[src/rtl/bmac_pkg.sv]
package bmac_pkg;

  localparam int data_w = 16;  // Sample and coefficient width

  localparam int lanes = 16;  // Accumulator lanes fed by the tree

  localparam int lane_w = $clog2(lanes);

  localparam int tree_depth = 4;  // Register stages from issue_cmd to lane_cmd

  typedef enum logic [1:0] {
    op_nop   = 2'd0,  // Idle value held by every pipeline stage
    op_clear = 2'd1,  // Zero all accumulators and rewind the load pointer
    op_load  = 2'd2,  // Write one coefficient at the load pointer
    op_mac   = 2'd3   // Every lane adds coefficient times sample
  } op_e;

  // One command as it moves down the tree, 22 bits wide
  typedef struct packed {
    op_e                      op;
    logic [lane_w-1:0]        lane;  // Target lane, only meaningful for op_load
    logic signed [data_w-1:0] data;  // Sample for op_mac, coefficient for op_load
  } cmd_t;

  localparam cmd_t cmd_idle = '{
    op:   op_nop,
    lane: '0,
    data: '0
  };

endpackage

[src/rtl/fanout_tree.sv]
module fanout_tree (
  input  logic                                  clk,
  input  logic                                  rst_n,
  input  bmac_pkg::cmd_t                        issue_cmd,
  output bmac_pkg::cmd_t [bmac_pkg::lanes-1:0] lane_cmd
);

  localparam int fan = 4;  // Branching factor of each tree level
  localparam int mid = bmac_pkg::lanes / fan;

  bmac_pkg::cmd_t                        r0;  // Stage 1, drives four loads
  bmac_pkg::cmd_t [mid-1:0]              r1;  // Stage 2, each drives four loads
  bmac_pkg::cmd_t [bmac_pkg::lanes-1:0] r2;
  bmac_pkg::cmd_t [bmac_pkg::lanes-1:0] r3;  // Stage 4, one register per lane

  always_ff @(posedge clk or negedge rst_n) begin
    if (!rst_n) begin
      r0 <= bmac_pkg::cmd_idle;
    end else begin
      r0 <= issue_cmd;
    end
  end

  always_ff @(posedge clk or negedge rst_n) begin
    if (!rst_n) begin
      for (int i = 0; i < mid; i++) begin
        r1[i] <= bmac_pkg::cmd_idle;
      end
    end else begin
      for (int i = 0; i < mid; i++) begin
        r1[i] <= r0;
      end
    end
  end

  // Lane k hangs off branch k / fan of stage 2
  always_ff @(posedge clk or negedge rst_n) begin
    if (!rst_n) begin
      for (int k = 0; k < bmac_pkg::lanes; k++) begin
        r2[k] <= bmac_pkg::cmd_idle;
      end
    end else begin
      for (int k = 0; k < bmac_pkg::lanes; k++) begin
        r2[k] <= r1[k / fan];
      end
    end
  end

  // The last stage is one to one and keeps every leaf close to its lane
  always_ff @(posedge clk or negedge rst_n) begin
    if (!rst_n) begin
      for (int k = 0; k < bmac_pkg::lanes; k++) begin
        r3[k] <= bmac_pkg::cmd_idle;
      end
    end else begin
      for (int k = 0; k < bmac_pkg::lanes; k++) begin
        r3[k] <= r2[k];
      end
    end
  end

  assign lane_cmd = r3;

endmodule

[config.mk]
export PLATFORM = sky130hd
export DESIGN_NAME = fanout_tree
export DESIGN_NICKNAME = d
export VERILOG_FILES = /design/src/rtl/bmac_pkg.sv /design/src/rtl/fanout_tree.sv
export SDC_FILE = /design/constraint.sdc
export NUM_CORES = 1
export LEC_CHECK = 0
export BUFFER_PORTS_ARGS = -buffer_cell sky130_fd_sc_hd__buf_4
export CAP_MARGIN = 20
export CELL_PAD_IN_SITES_DETAIL_PLACEMENT = 0
export CELL_PAD_IN_SITES_GLOBAL_PLACEMENT = 2
export CORE_ASPECT_RATIO = 0.8
export CORE_UTILIZATION = 21
export CTS_CLUSTER_DIAMETER = 50
export DETAILED_ROUTE_END_ITERATION = 16
export GPL_TIMING_DRIVEN = 1
export PLACE_DENSITY = 0.76
export SYNTH_ARGS = -nofsm -noshare
export SYNTH_HDL_FRONTEND = slang
export SYNTH_SLANG_ARGS = --single-unit
[constraint.sdc]
create_clock -name clk -period 1.1 [get_ports clk]
set_input_delay 0.22 -clock clk [delete_from_list [all_inputs] [get_ports clk]]
set_output_delay 0.22 -clock clk [all_outputs]
set_load 0.01 [all_outputs]
==> summary by stage, run 1 <==
STA
The period utilization is 120%. The setup skew after layout is 0.00714 ns. The final-report hold violation count is 0. In the post-route analysis, the smallest setup slack over all paths is -0.221 ns. Timing would allow up to 0.757 GHz. The max-slew violation count is 0. Summed over all failing endpoints, the final setup total negative slack is -55.58 ns. Setup violations remaining at the end of the flow were counted as 352. After layout, the minimum clock period comes to 1.32 ns. The slew at the pin closest to its max-slew limit is 0.259 ns. Setup repair after global routing could not meet its margin everywhere. The worst hold-check slack is 0.288 ns. The relative max-transition margin is 82.7%.

Final layout
The most common library cell in the layout ignoring fill and taps is sky130_fd_sc_hd__buf_6. The area added between synthesis and finish is 69.3%. Summing all multi-input logic gate instances after layout gives 0 µm².

The layout net count is 564. The fraction of layout cells with a size suffix above 1 is 83.5%. The final standard cell count with taps included and fillers excluded is 844. At the end of the flow the core is filled with cells to 36.5%.

0 cells are multi-input combinational gates. In the layout the commonest cells are sky130_fd_sc_hd__buf_6 (353), sky130_fd_sc_hd__dfrtp_1 (67), sky130_fd_sc_hd__buf_4 (41). 0 antenna diodes ended up in the layout.

Die
The row count is 48. The die extent in x is 169 µm. The die boundary height is 136 µm. The I/O pin total is 376. The initial core utilization is 21.6%. The core region is 21700 µm². The die covers 22900 µm².

Logic synthesis
The main combinational cell family by area after synthesis is buffers and inverters. The synthesized cell area is 4680 µm². The count of warnings emitted by yosys is 0.

Sequential cells were found to cover 47.1% of the synthesized design area. Of the post-synthesis cell area, the part taken by muxes is 0%. Of the total synthesized cell area, the portion taken by full adders, half adders and majority gates is 0%. The flip-flop and latch count after synthesis is 88.

Summing the areas of all compound-gate instances in the mapped netlist gives 0% of the synthesized area. Synthesis produced a netlist with a net count of 442. Counting every instance in the synthesized netlist gives 418. In this run the mean area of a mapped cell was 11.2 µm². The synthesized netlist contains 2 unique library cells. Summing the areas of all xor and xnor instances in the mapped netlist gives 0% of the synthesized area. Of the total synthesized cell area, the portion taken by AND, OR, NAND and NOR gates is 0%.

Placement
Port buffering added 375 buffers. The routability congestion estimate from global placement is 0.598. Summed over all nets, the half-perimeter wirelength after detailed placement is 5990 µm. Including well taps, the total number of placed cells is 767.

Critical path
The instance count on the critical path is 1. The largest fanout on the critical path is 16. The cell type group with the largest total delay on the critical path is flip-flops. The launching element type of the critical path is a flip-flop.

The worst reg2reg path endpoint is r2[255]$_DFF_PN0_. The register-to-register path setup slack is 0.62 ns. The launch instance of the worst register-to-register path is r1[79]$_DFF_PN0_. The nature of the critical path endpoint is an output pin. Counting both buffers and inverters, the worst setup path holds a total of 1. In this design, the stage delay of the slowest critical-path cell is 0.58 ns. The critical path goes through buf_4. At the worst endpoint, the required time is 0.88 ns.

The setup path with the least slack is of type reg -> out. The length in cells of the worst reg-to-reg path is 0. The critical path arrival is 1.10 ns. The slowest stage of the critical path is the sky130_fd_sc_hd__dfrtp_4 cell.

GRT
In this run the most used layer during global routing was met2. The total overflow left after global routing is 0. The largest net degree at the start of global routing is 38. The first-pass GRT wire length is 12700 µm. The via count of the first global-routing pass was 2324.

The routing usage on met3 is 2.75%. The global-route usage over all layers is 7.45%. The routing usage on met1 is 8.86%. In the global route stage, met2 resource usage came out at 12.4%. The number of antenna violations at the first check in global routing is 0.

Routing
After the first detailed-routing iteration, the DRC count stood at 62. The routed design has 9650 µm of wire. Once detail routing completed, the nets flagged for antenna violations numbered 0. Using the TritonRoute via totals, the vias-per-cell ratio works out to 3.16. The detailed-route wire length per cell is 11.4 µm. For this run, design rule violations remaining after detail routing come to 0. The first TritonRoute pass finished after 4 iterations.

For this block, the via count after detailed routing is 2666.

Status
The final reports fail on negative setup slack. The flow ran to the end, but the final reports show violations.

Clocking
The H-tree was split into 3 levels. The total clock buffers created by CTS is 9. The clock sink count is 88.

Counting along the longest clock path gives a buffer depth of 2. The clock-pin slew on the worst setup and hold paths is 0.07 ns. The clock root buffer is sky130_fd_sc_hd__clkbuf_16. The clock tree from TritonCTS is done. The clock reaches the later pin of the worst-skew pair after 0.34 ns.

Hold path
The path class of the tightest hold or removal check is in -> async.

Flow run
The tool flagged a number of max-cap violations equal to 0.

Power
The power density relative to cell area is 1160 nW/µm². The worst-case vdd ir drop is 0.000598 V. Summed over all cells, the static leakage comes to 3.82 nW. The total power is 0.00923 W.
flip-flops by register name, indices dropped and copies added, names as in the netlist:
name,cells
r2,22
r0,22
lane_cmd,22
r1,22
per-stage QoR:
stage / instance area (µm²) / setup WS [ns]
floorplan: 4680 / 0.108
global placement: 5460 / -0.0826
detailed placement: 5460 / -0.100
CTS: 7310 / -0.265
global route: 7920 / -0.283
finish: 7920 / -0.221
repair_timing:
action                     CTS  global route
hold endpoints to repair    37             0
pin swaps                    0             0
setup endpoints to repair  352           352
buffers inserted            32             0
resized for setup          262           129
hold buffers                23             0
gates cloned                 2             5
synth_stat cells:
cell                      count  area share, %
sky130_fd_sc_hd__buf_4      330             53
sky130_fd_sc_hd__dfrtp_1     88             47
final cells by class:
| cell class | instances | area, µm² |
|---|---|---|
| clock inverter | 6 | 93.8 |
| sequential | 88 | 2230 |
| clock buffer | 9 | 225 |
| fill | 2088 | 13800 |
| timing repair buffer | 441 | 5000 |
| tap | 300 | 375 |
cell families after synthesis:
family / count (synthesis)
flops: 88
buf+inv: 330
worst max path at each step:
stage	start	end	slack (ns)
final	lane_cmd[168]$_DFF_PN0_	lane_cmd[344]	-0.22
after global routing	lane_cmd[168]$_DFF_PN0_	lane_cmd[80]	-0.28
after CTS	lane_cmd[168]$_DFF_PN0_	lane_cmd[344]	-0.26
after detailed placement	lane_cmd[168]$_DFF_PN0_	lane_cmd[344]	-0.10
after global placement	lane_cmd[168]$_DFF_PN0_	lane_cmd[80]	-0.08
after floorplan	lane_cmd[166]$_DFF_PN0_	lane_cmd[100]	0.11
power breakdown:
| group | switching (W) | internal, W |
|---|---|---|
| Sequential | 0.0000841 | 0.00341 |
| Combinational | 0.000971 | 0.00150 |
| Clock | 0.00128 | 0.00200 |
per-layer routing:
metal,wire [µm],share of wire (%),up-vias
li1,-,-,1177
met1,3680,38,1278
met2,4920,51,204
met3,948,9.8,7
met4,93,0.96,0
met5,0,0,-
Note: power is estimated with default switching activity, not from simulation.
==> inputs of run 2 (changes only) <==
--- a/config.mk
+++ b/config.mk
@@ -15,6 +15,7 @@
 export DETAILED_ROUTE_END_ITERATION = 16
 export GPL_TIMING_DRIVEN = 1
 export PLACE_DENSITY = 0.76
+export REMOVE_ABC_BUFFERS = 1
 export SYNTH_ARGS = -nofsm -noshare
 export SYNTH_HDL_FRONTEND = slang
 export SYNTH_SLANG_ARGS = --single-unit
==> run 2 against run 1 <==
  * The flow still finishes with violations (negative setup slack)
  * Non-clock buffer count fell by 4
  * Maximum frequency rose by 3.1%
  * Die area did not move
  * Cell count fell by 0.36%
  * Register-to-register slack got worse by 0.02 ns
  * Clock skew fell by 0.0029 ns
  * Clock-buffer cell count rose by 2
  * Largest power group unchanged
  * Highest routed layer unchanged
==> summary by stage, run 2 (synthesized netlist as in run 1, its figures left out) <==
Routing
The number of design-rule violations left by the first detailed-router iteration is 76 (was 62). The total wirelength of the detailed-routed design is 9930 µm (was 9650 µm). The first-pass iteration count of the detailed router is 4 (unchanged).

The total via count in the routed design is 2578 (was 2666). The detailed-route wire length per cell came to 11.8 µm (was 11.4 µm). The via density per instance is 3.07 (was 3.16).

The DRC violation count after routing is 0 (unchanged). The remaining antenna violation count came to 0 (unchanged).

Final layout
The most common library cell in the layout ignoring fill and taps is sky130_fd_sc_hd__buf_6 (unchanged). Most frequent cells in the layout: sky130_fd_sc_hd__buf_6 (305), sky130_fd_sc_hd__buf_4 (86), sky130_fd_sc_hd__dfrtp_1 (67) (was sky130_fd_sc_hd__buf_6 (353), sky130_fd_sc_hd__dfrtp_1 (67), sky130_fd_sc_hd__buf_4 (41)). The fraction of layout cells with a size suffix above 1 is 83.0% (was 83.5%).

The number of antenna repair diodes is 0 (unchanged). The area added between synthesis and finish came to 63.4% (was 69.3%). The multi-input logic area is 0 µm² (unchanged). The layout net count is 560 (was 564). The multi-input combinational cell count is 0 (unchanged). The final standard cell count with taps included and fillers excluded is 841 (was 844). The count of filler cells inserted in the layout is 2095 (was 2088).

Critical path
The launching element type of the critical path is a flip-flop (unchanged). The category of the critical setup timing path is reg -> out (unchanged). The critical path required time is 0.88 ns (about the same). The nature of the critical path endpoint is an output pin (unchanged). The largest fanout on the critical path is 16 (unchanged).

The critical path arrival is 1.06 ns (was 1.10 ns).

Placement
The routability congestion estimate from global placement is 0.588 (was 0.598). The worst-case setup slack after placement is -0.0471 ns (was -0.100 ns). The total of buffers placed on input and output ports is 375 (unchanged). The placed wire-length estimate is 6390 µm (was 5990 µm). The number of instances in the placed design is 767 (unchanged).

STA
The period utilization was 116% (was 120%). The max-slew violation count is 0 (unchanged). The slew at the pin closest to its max-slew limit came to 0.224 ns (was 0.259 ns).

The number of endpoints failing setup at the final stage was 352 (unchanged). The relative max-transition margin is 85.0% (was 82.7%). The upper clock frequency limit came to 0.781 GHz (was 0.757 GHz).

The minimum clock period came to 1.28 ns (was 1.32 ns). The setup TNS is -53.35 ns (was -55.58 ns). The final setup slack of the worst path was -0.181 ns (was -0.221 ns). Setup repair after global routing missed its margin: true (unchanged).

The setup skew after layout was 0.00423 ns (was 0.00714 ns). The final-report hold violation count is 0 (unchanged).

Clocking
The clock sink count came to 88 (unchanged). The H-tree depth was 3 (unchanged). The clock tree from TritonCTS is done (unchanged). The clock latency on the worst-skew pair is 0.33 ns (was 0.34 ns).

The clock root buffer was sky130_fd_sc_hd__clkbuf_16 (unchanged). The clock-pin slew on the worst setup and hold paths is 0.06 ns (was 0.07 ns). The total clock buffers created by CTS is 9 (unchanged). The maximum clock insertion buffer count is 2 (unchanged).

Flow run
The number of max-cap violations was 0 (unchanged).

GRT
The global-route usage over all layers is 6.98% (was 7.45%). The largest net degree at the start of global routing was 42 (was 38). The via count of the first global-routing pass is 2044 (was 2324).

The first-pass GRT wire length is 11900 µm (was 12700 µm). The number of antenna violations at the first check in global routing came to 0 (unchanged). The sum of overflow across all layers after global routing is 0 (unchanged).

Hold path
The class of the tightest hold or removal check is in -> async (unchanged).

Die
The initial core utilization is 21.6% (unchanged). The die boundary height is 136 µm (unchanged). The die extent in x is 169 µm (unchanged). The row count was 48 (unchanged). The die outline area is 22900 µm² (unchanged). The I/O pin total is 376 (unchanged).

The total core area was 21700 µm² (unchanged).

Status
Violations in the final reports: negative setup slack (unchanged). Status: complete, but fails checks (unchanged).

Power
The static leakage power is 3.71 nW (was 3.82 nW). The power density relative to cell area is 1180 nW/µm² (was 1160 nW/µm²). The total power came to 0.00905 W (was 0.00923 W). The worst-case vdd ir drop is 0.000714 V (was 0.000598 V).
## run 2: cell types whose count changed in the layout (fill, tap and decap cells not counted), sizes merged
cell / delta
clkbuf: -3
inv: -1
buf: +1
clkinvlp: +1
clkinv: -1
## run 2: layout make-up
class,count,area (µm²),area share [%]
Clock buffer,11,233,3.04
Timing Repair Buffer,437,4730,61.9
Sequential cell,88,2230,29.1
Clock inverter,5,81.3,1.06
Tap cell,300,375,4.91
## run 2: metal layers
| metal | part of all wire [%] | wire (µm) | GRT usage (%) | vias up |
|---|---|---|---|---|
| met2 | 57 | 5640 | 12.1 | 121 |
| met3 | 5.6 | 560 | 2.13 | 14 |
| met5 | 0 | 0 | 0 | - |
| met4 | 2.0 | 198 | 3.94 | 0 |
| met1 | 36 | 3530 | 7.65 | 1278 |
| li1 | - | - | - | 1165 |
## run 2: final timing paths
| kind | slack, ns | from | to | cells past startpoint |
|---|---|---|---|---|
| setup / recovery | -0.18 | lane_cmd[164]$_DFF_PN0_ | lane_cmd[142] | 2 |
| hold / removal | 0.25 | rst_n | r1[79]$_DFF_PN0_ | 2 |
| setup reg to reg | 0.60 | r2[254]$_DFF_PN0_ | lane_cmd[166]$_DFF_PN0_ | 0 |
| hold reg to reg | 0.34 | r2[258]$_DFF_PN0_ | lane_cmd[170]$_DFF_PN0_ | 0 |
| max in group asynchronous | 0.41 | rst_n | lane_cmd[162]$_DFF_PN0_ | 3 |
| min in group clk | 0.34 | r2[258]$_DFF_PN0_ | lane_cmd[170]$_DFF_PN0_ | 0 |
## run 2: repair_timing
| item | 4_1_cts | 5_1_grt |
|---|---|---|
| gates resized for setup | 137 | 216 |
| endpoints found under the hold margin | 110 | 0 |
| cloned | 0 | 1 |
| buffers inserted | 22 | 12 |
| setup endpoints to repair | 352 | 352 |
| hold buffers | 23 | 0 |
## run 2: per-stage QoR
step	hold WS, ns	utilization (%)	cell area, µm²
finish	0.247	35.3	7650
global route	0.230	35.3	7650
CTS	0.239	31.2	6770
detailed placement	0.0494	25.2	5460
global placement	0.0458	25.2	5460
floorplan	-0.0756	-	2200
## run 2: critical path, stage by stage, from the launching register on
cell	delay, ns
sky130_fd_sc_hd__dfrtp_2	0.41
sky130_fd_sc_hd__buf_12	0.16
sky130_fd_sc_hd__buf_4	0.15
## run 2: report_power, final
part	internal (W)	switching, W
Clock	0.00199	0.00119
Sequential	0.00341	0.0000710
Combinational	0.00141	0.000976
