**src/rtl/bmac_pkg.sv**
```systemverilog
package bmac_pkg;

  localparam int data_w = 16;  // Sample and coefficient width

  localparam int lanes = 16;  // Accumulator lanes fed by the tree

  localparam int lane_w = $clog2(lanes);

  localparam int tree_depth = 4;  // Register stages from issue_cmd to lane_cmd

  typedef enum logic [1:0] {
    op_nop   = 2'd0,  // Idle value held by every pipeline stage
    op_clear = 2'd1,  // Zero all accumulators and rewind the load pointer
    op_load  = 2'd2,  // Write one coefficient at the load pointer
    op_mac   = 2'd3   // Every lane adds coefficient times sample
  } op_e;

  // One command as it moves down the tree, 22 bits wide
  typedef struct packed {
    op_e                      op;
    logic [lane_w-1:0]        lane;  // Target lane, only meaningful for op_load
    logic signed [data_w-1:0] data;  // Sample for op_mac, coefficient for op_load
  } cmd_t;

  localparam cmd_t cmd_idle = '{
    op:   op_nop,
    lane: '0,
    data: '0
  };

endpackage

```
**src/rtl/cmd_issue.sv**
```systemverilog
module cmd_issue (
  input  logic                               clk,
  input  logic                               rst_n,
  input  logic                               in_valid,
  input  bmac_pkg::op_e                      in_op,
  input  logic signed [bmac_pkg::data_w-1:0] in_data,
  output bmac_pkg::cmd_t                     issue_cmd
);

  logic [bmac_pkg::lane_w-1:0] load_ptr;  // Lane that the next op_load writes
  logic                        take;

  assign take = in_valid && (in_op != bmac_pkg::op_nop);  // A strobe carrying op_nop is dropped

  always_ff @(posedge clk or negedge rst_n) begin
    if (!rst_n) begin
      issue_cmd <= bmac_pkg::cmd_idle;
    end else if (take) begin
      issue_cmd.op   <= in_op;
      issue_cmd.data <= in_data;
      if (in_op == bmac_pkg::op_load) begin
        issue_cmd.lane <= load_ptr;
      end else begin
        issue_cmd.lane <= '0;
      end
    end else begin
      issue_cmd <= bmac_pkg::cmd_idle;  // Idle cycles become op_nop bubbles
    end
  end

  // Sixteen plain op_load strobes fill lanes 0 to 15 in order
  always_ff @(posedge clk or negedge rst_n) begin
    if (!rst_n) begin
      load_ptr <= '0;
    end else if (take) begin
      case (in_op)
        bmac_pkg::op_load: begin
          load_ptr <= load_ptr + 1'b1;  // Wraps back to lane 0 after lane 15
        end
        bmac_pkg::op_clear: begin
          load_ptr <= '0;
        end
        default: begin
          load_ptr <= load_ptr;
        end
      endcase
    end
  end

endmodule

```
**config.mk**
```make
export PLATFORM = sky130hd
export DESIGN_NAME = cmd_issue
export DESIGN_NICKNAME = d
export VERILOG_FILES = /design/src/rtl/bmac_pkg.sv /design/src/rtl/cmd_issue.sv
export SDC_FILE = /design/constraint.sdc
export NUM_CORES = 1
export LEC_CHECK = 0
export ABC_AREA = 1
export BUFFER_PORTS_ARGS = -buffer_cell sky130_fd_sc_hd__buf_2
export CELL_PAD_IN_SITES_DETAIL_PLACEMENT = 1
export CELL_PAD_IN_SITES_GLOBAL_PLACEMENT = 2
export CORE_MARGIN = 1
export CORE_UTILIZATION = 30
export CTS_CLUSTER_SIZE = 30
export DETAILED_ROUTE_END_ITERATION = 10
export PLACE_DENSITY = 0.84
export SLEW_MARGIN = 20
export SYNTH_ARGS = -nofsm -noshare
export SYNTH_HDL_FRONTEND = slang
export SYNTH_SLANG_ARGS = --single-unit
```
**constraint.sdc**
```tcl
create_clock -name clk -period 3.2 [get_ports clk]
set_clock_uncertainty 0.15 [all_clocks]
set_input_delay 0.16 -clock clk [delete_from_list [all_inputs] [get_ports clk]]
set_output_delay 0.16 -clock clk [all_outputs]
set_load 0.05 [all_outputs]
```
==> results of run 1 <==
==> layout make-up <==
cell class | count | area, sq um | area share [%]
clock buffer | 4 | 36.3 | 2.36
inverter | 25 | 93.8 | 6.09
multi-input combinational | 43 | 302 | 19.6
sequential | 26 | 651 | 42.2
tap | 46 | 57.6 | 3.74
timing repair buffer | 61 | 400 | 26.0
==> where the power goes <==
group,switching [uW],total (uW),internal [uW]
clock,92.7,162,69.5
combinational,122,185,63.0
sequential,23.5,384,361
total,238,731,493
==> registers in the layout, indices dropped and copies added (netlist names) <==
register	cells
issue_cmd	22
load_ptr	4
==> synth_stat cells, drive strengths merged <==
master	n
xor2	1
o21ai	4
nor2	23
dfrtp	26
nand2	4
inv	25
buf	2
nand4	1
ha	4
nand3	6
==> per-stage QoR <==
step                hold slack, ns  power, uW  std cells  util, %  setup slack [ns]
floorplan                   -0.286        508         96        -              2.04
detailed placement          0.0450        559        182     38.8              1.40
global route                0.0318        778        205     45.4              1.13
global placement            0.0345        551        182     38.8              1.53
CTS                         0.0334        741        205     45.4              1.22
finish                      0.0441        731        205     45.4              1.22
==> routing by layer <==
metal | up-vias | share of wire (%)
li1 | 401 | -
met1 | 396 | 39
met2 | 32 | 52
met3 | 5 | 6.7
met4 | 0 | 1.7
met5 | - | 0
==> cell families (layout without fill, tap and decap cells) <==
kind of cell    Yosys count  in the layout  synth area share (%)
buf+inv                  27             90                  11.6
xor+xnor                  1              1                 0.813
fa+ha+maj                 4              4                  4.65
compound gates            4              4                  1.86
flops                    26             26                  60.4
simple gates             34             34                  20.7
==> worst min-delay path: cells and delay by family <==
kind,cells,cell delay [ns]
buffers and inverters,1,0.12
and+or+nand+nor,2,0.22
==> final timing paths <==
path                             start       endpoint  slack, ns  cells past startpoint
setup reg to reg           load_ptr[0]    load_ptr[2]       1.99                      4
hold / removal                in_valid  issue_cmd[16]       0.04                      3
setup / recovery              in_op[0]    load_ptr[1]       1.22                      9
hold reg to reg            load_ptr[3]  issue_cmd[19]       0.40                      2
min in group asynchronous        rst_n    load_ptr[0]       0.20                      2
max in group asynchronous        rst_n    load_ptr[3]       2.31                      2
==> flow_metrics.py, run 1 <==
metrics = {
    "global_routing": {
        "grt_pass1_wl_microns": 3850,
        "grt_use_met2_pct": 26.7,
        "met3_usage_pct": 4.35,
        "busiest_layer": "met2",
        "grt_start_max_net_pins": 27,
        "grt.overflow.total": 0,
        "first_global_vias": 901,
        "track_usage_pct": 14.4,
        "grtUsageMet1_pct": 15.1,
        "antenna_found_initial": 0,
    },
    "sta": {
        "fin_setup_tns_ns": 0,
        "finalMaxSlewViolations": 0,
        "relSlewSlack_pct": 50.7,
        "setup_violations": 0,
        "worstMarginPinSlew_ns": 0.737,
        "hold_viol": 0,
        "rsz0062_at_grt": "no",
        "fmaxAchievable_mhz": 504,
        "post-route-min-period_ns": 1.98,
        "finalCritPeriodShare_pct": 62.0,
    },
    "logic_synthesis": {
        "synth.cell_area_sq_um": 1080,
        "ys_seq_area_share_pct": 60.4,
        "syn-num-nets": 121,
        "ys.warnings.count": 0,
        "synth_area_per_cell_sq_um": 11.2,
        "synth_seq_cells": 26,
        "ys_types": 14,
        "synthTopCellsByArea": "dfrtp_1 (60%), nor2_4 (11%), inv_1 (8.4%)",
        "syn_inst": 96,
        "yosys.area.top_type": "dfrtp_1",
        "yosysTopAreaCellShare_pct": 60.4,
    },
    "detailed_routing": {
        "final_antenna_net_count": 0,
        "viasPerCell": 4.07,
        "drc": 0,
        "vias": 834,
        "drtPass1Iterations": 4,
        "drt_iter0_drc": 8,
        "drt-total-wl_microns": 2290,
        "wire_per_inst_microns": 11.2,
    },
    "power": {
        "power.leakage_uw": 0.000869,
        "ir_drop_uv": 180,
        "power_density_nw_per_um2": 475,
    },
    "clock_tree": {
        "clk_pin_slew_ns": 0.14,
        "clock_latency_ns": 0.32,
        "cts_buffers": 3,
        "cts_sinks": 26,
        "clock_path_buffers": 2,
        "cts_resized": 0,
        "holdBufCountCts": 19,
        "cts_tree": "done",
        "htreeDepth": 1,
        "cts_root_buf": "clkbuf_4",
        "post-cts-setup-buffer-count": 0,
    },
    "setup_path": {
        "cp_max_fo": 20,
        "crit_slowest_cell": "dlygate4sd3_1",
        "crit_type": "in2reg",
        "critPathTopFamily": "buffers and inverters",
        "crit_path_max_incr_delay_ns": 0.53,
        "cp-end-kind": "flop",
        "path_cells": "dlygate4sd3_1, buf_2, inv_1, ha_1, inv_2, nand2_2, nor2_4, nand3_1, o21ai_0",
        "cp-start-kind": "input pin",
        "crit_arrival_ns": 2.07,
        "crit_required_ns": 3.29,
        "path_buf_inv": 4,
    },
    "die": {
        "core_area_sq_um": 3390,
        "pin_count": 43,
        "dieArea_sq_um": 3830,
        "die_h_microns": 61.9,
        "initial_core_util_pct": 31.8,
        "rows": 21,
        "die-width_microns": 61.9,
    },
    "layout": {
        "mostFrequentLayoutCells": "buf_2 (42), dfrtp_1 (26), inv_1 (24)",
        "layout_commonest_cell": "buf_2",
        "stdcell_area_sq_um": 1540,
        "fin_nets": 185,
        "areaGrowthSynthToFinish_pct": 43.0,
        "diodes": 0,
        "nFillCells": 400,
        "drive_above_1_share_pct": 37.1,
    },
    "min_path": {
        "hp-class": "in2reg",
    },
    "placement": {
        "postPlaceCellArea_sq_um": 1310,
        "port_buffers": 42,
        "gp_congestion": 0.721,
        "hpwl_microns": 1600,
    },
    "job": {
        "cap_violations": 0,
    },
    "run_status": {
        "run_status": "completed",
    },
}
Power figures use the tool's default switching activity.
==> inputs of run 2 (changes only) <==
--- a/config.mk
+++ b/config.mk
@@ -5,15 +5,15 @@
 export SDC_FILE = /design/constraint.sdc
 export NUM_CORES = 1
 export LEC_CHECK = 0
-export ABC_AREA = 1
+export ABC_AREA = 0
 export BUFFER_PORTS_ARGS = -buffer_cell sky130_fd_sc_hd__buf_2
 export CELL_PAD_IN_SITES_DETAIL_PLACEMENT = 1
 export CELL_PAD_IN_SITES_GLOBAL_PLACEMENT = 2
 export CORE_MARGIN = 1
-export CORE_UTILIZATION = 30
+export CORE_UTILIZATION = 28
 export CTS_CLUSTER_SIZE = 30
 export DETAILED_ROUTE_END_ITERATION = 10
-export PLACE_DENSITY = 0.84
+export PLACE_DENSITY = 0.79
 export SLEW_MARGIN = 20
 export SYNTH_ARGS = -nofsm -noshare
 export SYNTH_HDL_FRONTEND = slang
==> constraint.sdc (replaced) <==
create_clock -name clk -period 1.95 [get_ports clk]
set_clock_uncertainty 0.15 [all_clocks]
set_input_delay 0.0975 -clock clk [delete_from_list [all_inputs] [get_ports clk]]
set_output_delay 0.0975 -clock clk [all_outputs]
set_load 0.05 [all_outputs]
==> flow_metrics.py, run 2 <==
metrics = {
    "setup_path": {
        "critPathTopFamily": "simple AND/OR/NAND/NOR gates",
        "cp-end-kind": "flop",
        "path_buf_inv": 3,
        "crit_slowest_cell": "dlygate4sd3_1",
        "crit_required_ns": 2.06,
        "crit_path_max_incr_delay_ns": 0.52,
        "crit_arrival_ns": 1.81,
        "cp-start-kind": "input pin",
        "cp_max_fo": 8,
        "path_cells": "dlygate4sd3_1, buf_2, inv_1, ha_1, nand3b_4, or4_1, nand3_1",
        "crit_type": "in2reg",
    },
    "detailed_routing": {
        "vias": 765,
        "final_antenna_net_count": 0,
        "wire_per_inst_microns": 12.7,
        "drtPass1Iterations": 2,
        "drt-total-wl_microns": 2260,
        "drt_iter0_drc": 23,
        "viasPerCell": 4.30,
        "drc": 0,
    },
    "die": {
        "core_area_sq_um": 3150,
        "dieArea_sq_um": 3690,
        "die-width_microns": 60.7,
        "rows": 20,
        "initial_core_util_pct": 30.6,
        "die_h_microns": 60.7,
        "pin_count": 43,
    },
    "power": {
        "intPower_uw": 756,
        "combPwrFrac_pct": 23.7,
        "power.leakage_uw": 0.000790,
        "power_frac_seq_pct": 56.1,
        "switching_share_pct": 30.6,
        "ir_drop_uv": 227,
        "power.switching_uw": 334,
        "power_density_nw_per_um2": 754,
        "pwr-share-clk_pct": 20.1,
    },
    "logic_synthesis": {
        "synth_seq_cells": 26,
        "synthTopCellsByArea": "dfrtp_1 (67%), and2_1 (12%), ha_1 (5.2%)",
        "ys_top_cells_by_count": "dfrtp_1 (26), and2_1 (18), and3_1 (4), ha_1 (4)",
        "yosys.area.top_type": "dfrtp_1",
        "yosysTopAreaCellShare_pct": 67.4,
        "synth_area_per_cell_sq_um": 13.6,
        "async_reset_ff_share_pct": 100,
        "synthMostInstantiatedCell": "dfrtp_1",
        "synth_flop_cell": "dfrtp_1",
        "ys.warnings.count": 0,
        "synth_edf_count": 0,
        "ys_seq_area_share_pct": 67.4,
        "ys_types": 19,
        "synth.cell_area_sq_um": 966,
        "syn-num-nets": 96,
        "syn_inst": 71,
    },
    "clock_tree": {
        "holdBufCountCts": 20,
        "post-cts-setup-buffer-count": 0,
        "cts_buffers": 3,
        "cts_sinks": 26,
        "clock_latency_ns": 0.31,
        "htreeDepth": 1,
        "cts_tree": "done",
        "clock_path_buffers": 2,
        "cts_resized": 0,
        "clk_pin_slew_ns": 0.14,
        "cts_root_buf": "clkbuf_4",
    },
    "global_routing": {
        "track_usage_pct": 14.4,
        "grt_pass1_wl_microns": 3790,
        "first_global_vias": 847,
        "antenna_found_initial": 0,
        "grt.overflow.total": 0,
        "grt_start_max_net_pins": 27,
    },
    "placement": {
        "port_buffers": 42,
        "dp_slack_ns": 0.444,
        "hpwl_microns": 1500,
        "dp.cells": 155,
        "postPlaceCellArea_sq_um": 1220,
        "gp_congestion": 0.638,
    },
    "layout": {
        "diodes": 0,
        "largestRegisters": "issue_cmd (22), load_ptr (4)",
        "mostFrequentLayoutCells": "buf_2 (42), dfrtp_1 (26), dlygate4sd3_1 (20)",
        "largest_register_ffs": 22,
        "stdcell_area_sq_um": 1450,
        "areaGrowthSynthToFinish_pct": 49.7,
        "stdcell_count": 178,
        "regMostFlops": "issue_cmd",
        "drive_above_1_share_pct": 36.6,
        "layout_commonest_cell": "buf_2",
        "fin_nets": 161,
    },
    "sta": {
        "hold_viol": 0,
        "finalMaxSlewViolations": 0,
        "fmaxAchievable_mhz": 588,
        "setup_violations": 0,
        "rsz0062_at_grt": "no",
        "post-route-min-period_ns": 1.70,
        "layout_setup_ws_ns": 0.251,
        "relSlewSlack_pct": 62.9,
        "worstMarginPinSlew_ns": 0.556,
        "finalCritPeriodShare_pct": 87.1,
        "fin_setup_tns_ns": 0,
    },
    "run_status": {
        "run_status": "completed",
    },
    "min_path": {
        "hp-class": "in2async",
    },
    "job": {
        "cap_violations": 0,
    },
}
## run 2: cell types whose count changed in the layout (fill, tap and decap cells not counted), sizes merged, moves of 2 or more
| cell | previous run | this run |
|---|---|---|
| nand3 | 6 | 2 |
| and2 | 0 | 18 |
| o21ai | 4 | 1 |
| nand3b | 0 | 2 |
| nand2 | 4 | 2 |
| nor2 | 23 | 0 |
| inv | 25 | 2 |
| and3 | 0 | 4 |
## run 2: per-layer routing
layer	track usage, %	wire length, microns	vias up
li1	-	-	357
met1	16.0	894	384
met2	27.5	1240	22
met3	1.49	94	2
met4	6.82	27	0
met5	0	0	-
## run 2: cells by family (layout without fill, tap and decap cells)
kind of cell | count (synthesis) | after routing | share of synthesized area, %
fa+ha+maj | 4 | 4 | 5.18
flops | 26 | 26 | 67.4
buf+inv | 4 | 67 | 1.55
simple gates | 34 | 34 | 23.4
compound gates | 3 | 3 | 2.46
## run 2: final cells by class
type / count / area, sq um
Inverter: 2 / 7.51
Timing Repair Buffer: 62 / 410
Multi-Input combinational cell: 41 / 300
Fill cell: 374 / 1710
Tap cell: 44 / 55.1
Sequential cell: 26 / 651
Clock buffer: 3 / 22.5
## run 2: through the flow
| step | total power [uW] | util [%] | hold WS, ns |
|---|---|---|---|
| 2_1_floorplan | 773 | - | -0.348 |
| 3_3_place_gp | 844 | 38.8 | -0.0250 |
| 3_5_place_dp | 852 | 38.8 | -0.0257 |
| 4_1_cts | 1100 | 45.9 | 0.158 |
| 5_1_grt | 1150 | 45.9 | 0.186 |
| 6_report | 1090 | 45.9 | 0.142 |
## run 2: worst paths after layout
check                             from       endpoint  slack [ns]  cells past startpoint
max                           in_op[0]    load_ptr[3]        0.25                      7
min                              rst_n   issue_cmd[8]        0.14                      2
max reg2reg                load_ptr[0]    load_ptr[2]        0.57                      3
min reg2reg                load_ptr[3]    load_ptr[3]        0.41                      2
max in group asynchronous        rst_n  issue_cmd[21]        1.13                      2
min in group clk            in_data[0]   issue_cmd[0]        0.36                      3
## run 2: power by group through the flow
stage / Sequential [uW] / Clock (uW) / Combinational, uW
final: 612 / 219 / 259
after global routing: 619 / 251 / 283
after CTS: 612 / 228 / 260
after detailed placement: 623 / 0 / 229
after global placement: 621 / 0 / 223
after floorplan: 698 / 0 / 75.2
==> inputs of run 3 (changes only) <==
--- a/config.mk
+++ b/config.mk
@@ -13,6 +13,7 @@
 export CORE_UTILIZATION = 28
 export CTS_CLUSTER_SIZE = 30
 export DETAILED_ROUTE_END_ITERATION = 10
+export GPL_ROUTABILITY_DRIVEN = 0
 export PLACE_DENSITY = 0.79
 export SLEW_MARGIN = 20
 export SYNTH_ARGS = -nofsm -noshare
==> constraint.sdc (replaced) <==
create_clock -name clk -period 1.8 [get_ports clk]
set_clock_uncertainty 0.15 [all_clocks]
set_input_delay 0.09 -clock clk [delete_from_list [all_inputs] [get_ports clk]]
set_output_delay 0.09 -clock clk [all_outputs]
set_load 0.05 [all_outputs]
==> flow_metrics.py, run 3 (synthesized netlist as in run 2, its figures left out) <==
metrics = {
    "clock_tree": {
        "clk_pin_slew_ns": 0.14,
        "cts_buffers": 3,
        "clock_latency_ns": 0.32,
        "holdBufCountCts": 20,
        "htreeDepth": 1,
        "post-cts-setup-buffer-count": 0,
        "cts_sinks": 26,
        "clock_path_buffers": 2,
        "cts_tree": "done",
        "cts_root_buf": "clkbuf_4",
        "cts_resized": 0,
    },
    "sta": {
        "relSlewSlack_pct": 63.4,
        "worstMarginPinSlew_ns": 0.549,
        "finalMaxSlewViolations": 0,
        "rsz0062_at_grt": "no",
        "fmaxAchievable_mhz": 592,
        "fin_setup_tns_ns": 0,
        "finalCritPeriodShare_pct": 93.8,
        "setup_violations": 0,
        "hold_viol": 0,
        "post-route-min-period_ns": 1.69,
    },
    "global_routing": {
        "first_global_vias": 818,
        "grt.overflow.total": 0,
        "grt_pass1_wl_microns": 3570,
        "grt_start_max_net_pins": 27,
        "track_usage_pct": 14.0,
        "antenna_found_initial": 0,
    },
    "die": {
        "pin_count": 43,
        "die_h_microns": 60.7,
        "initial_core_util_pct": 30.6,
        "die-width_microns": 60.7,
        "dieArea_sq_um": 3690,
        "rows": 20,
        "core_area_sq_um": 3150,
    },
    "layout": {
        "drive_above_1_share_pct": 37.0,
        "areaGrowthSynthToFinish_pct": 51.2,
        "layout_commonest_cell": "buf_2",
        "post-route-util_pct": 46.3,
        "stdcell_count": 179,
        "regMostFlops": "issue_cmd",
        "nFillCells": 368,
        "fin_nets": 161,
        "diodes": 0,
        "largest_register_ffs": 22,
        "largestRegisters": "issue_cmd (22), load_ptr (4)",
        "mostFrequentLayoutCells": "buf_2 (42), dfrtp_1 (26), dlygate4sd3_1 (20)",
    },
    "detailed_routing": {
        "vias": 757,
        "drt-total-wl_microns": 2230,
        "drt_iter0_drc": 9,
        "drtPass1Iterations": 4,
        "viasPerCell": 4.23,
        "wire_per_inst_microns": 12.4,
        "drc": 0,
        "final_antenna_net_count": 0,
    },
    "setup_path": {
        "path_buf_inv": 3,
        "critPathTopFamily": "buffers and inverters",
        "regToRegStartpoint": "load_ptr[0]",
        "cp-startpoint": "in_op[0]",
        "cp-end-kind": "flop",
        "crit_slowest_cell": "dlygate4sd3_1",
        "path_cells": "dlygate4sd3_1, buf_2, inv_1, ha_1, nand3b_4, or4_1, nand3_1",
        "crit_path_max_incr_delay_ns": 0.52,
        "crit_arrival_ns": 1.81,
        "crit_required_ns": 1.92,
        "cp-start-kind": "input pin",
        "cp_max_fo": 8,
        "crit_type": "in2reg",
    },
    "run_status": {
        "run_status": "completed",
    },
    "placement": {
        "port_buffers": 42,
        "hpwl_microns": 1460,
        "dp.cells": 155,
    },
    "power": {
        "ir_drop_uv": 262,
        "power.leakage_uw": 0.000797,
        "power_density_nw_per_um2": 845,
    },
    "min_path": {
        "hp-class": "in2async",
    },
    "job": {
        "cap_violations": 0,
    },
}
## run 3: area by class of cell
type | count | area [sq um] | area share, %
tap | 44 | 55.1 | 3.77
multi-input combinational | 41 | 300 | 20.6
sequential | 26 | 651 | 44.6
timing repair buffer | 62 | 410 | 28.1
clock buffer | 4 | 36.3 | 2.49
inverter | 2 | 7.51 | 0.514
## run 3: per-layer routing
layer	up-vias	global-route usage, %	part of all wire, %
met5	-	0	0
met4	0	7.79	1.2
met3	2	1.28	3.2
met2	22	27.6	57
met1	375	14.2	38
li1	358	-	-
## run 3: worst paths after layout
kind                                end  slack [ns]  cells after the start
max                         load_ptr[3]        0.11                      7
min                        issue_cmd[8]        0.12                      2
max reg2reg                 load_ptr[2]        0.43                      3
min reg2reg                 load_ptr[3]        0.40                      2
max in group asynchronous  issue_cmd[3]        1.00                      2
min in group clk           issue_cmd[0]        0.35                      3
## run 3: metrics by stage
step / total power, uW / setup slack [ns] / hold WS [ns] / instance area (sq um)
after detailed placement: 923 / 0.307 / -0.0263 / 1220
final: 1230 / 0.112 / 0.125 / 1460
after floorplan: 838 / 0.500 / -0.356 / 966
after global routing: 1310 / 0.0524 / 0.162 / 1460
after CTS: 1260 / 0.138 / 0.136 / 1460
after global placement: 914 / 0.356 / -0.0325 / 1220
## run 3: worst register-to-register path: stages (launching register included)
cell and delay (ns):
dfrtp_1 0.45, ha_1 0.23, nor4b_1 0.14, a211o_2 0.31
## run 3: power by group
group	total [uW]	internal [uW]	switching, uW
Sequential	663	630	32.5
Clock	292	124	169
Combinational	279	110	169
Total	1230	864	370
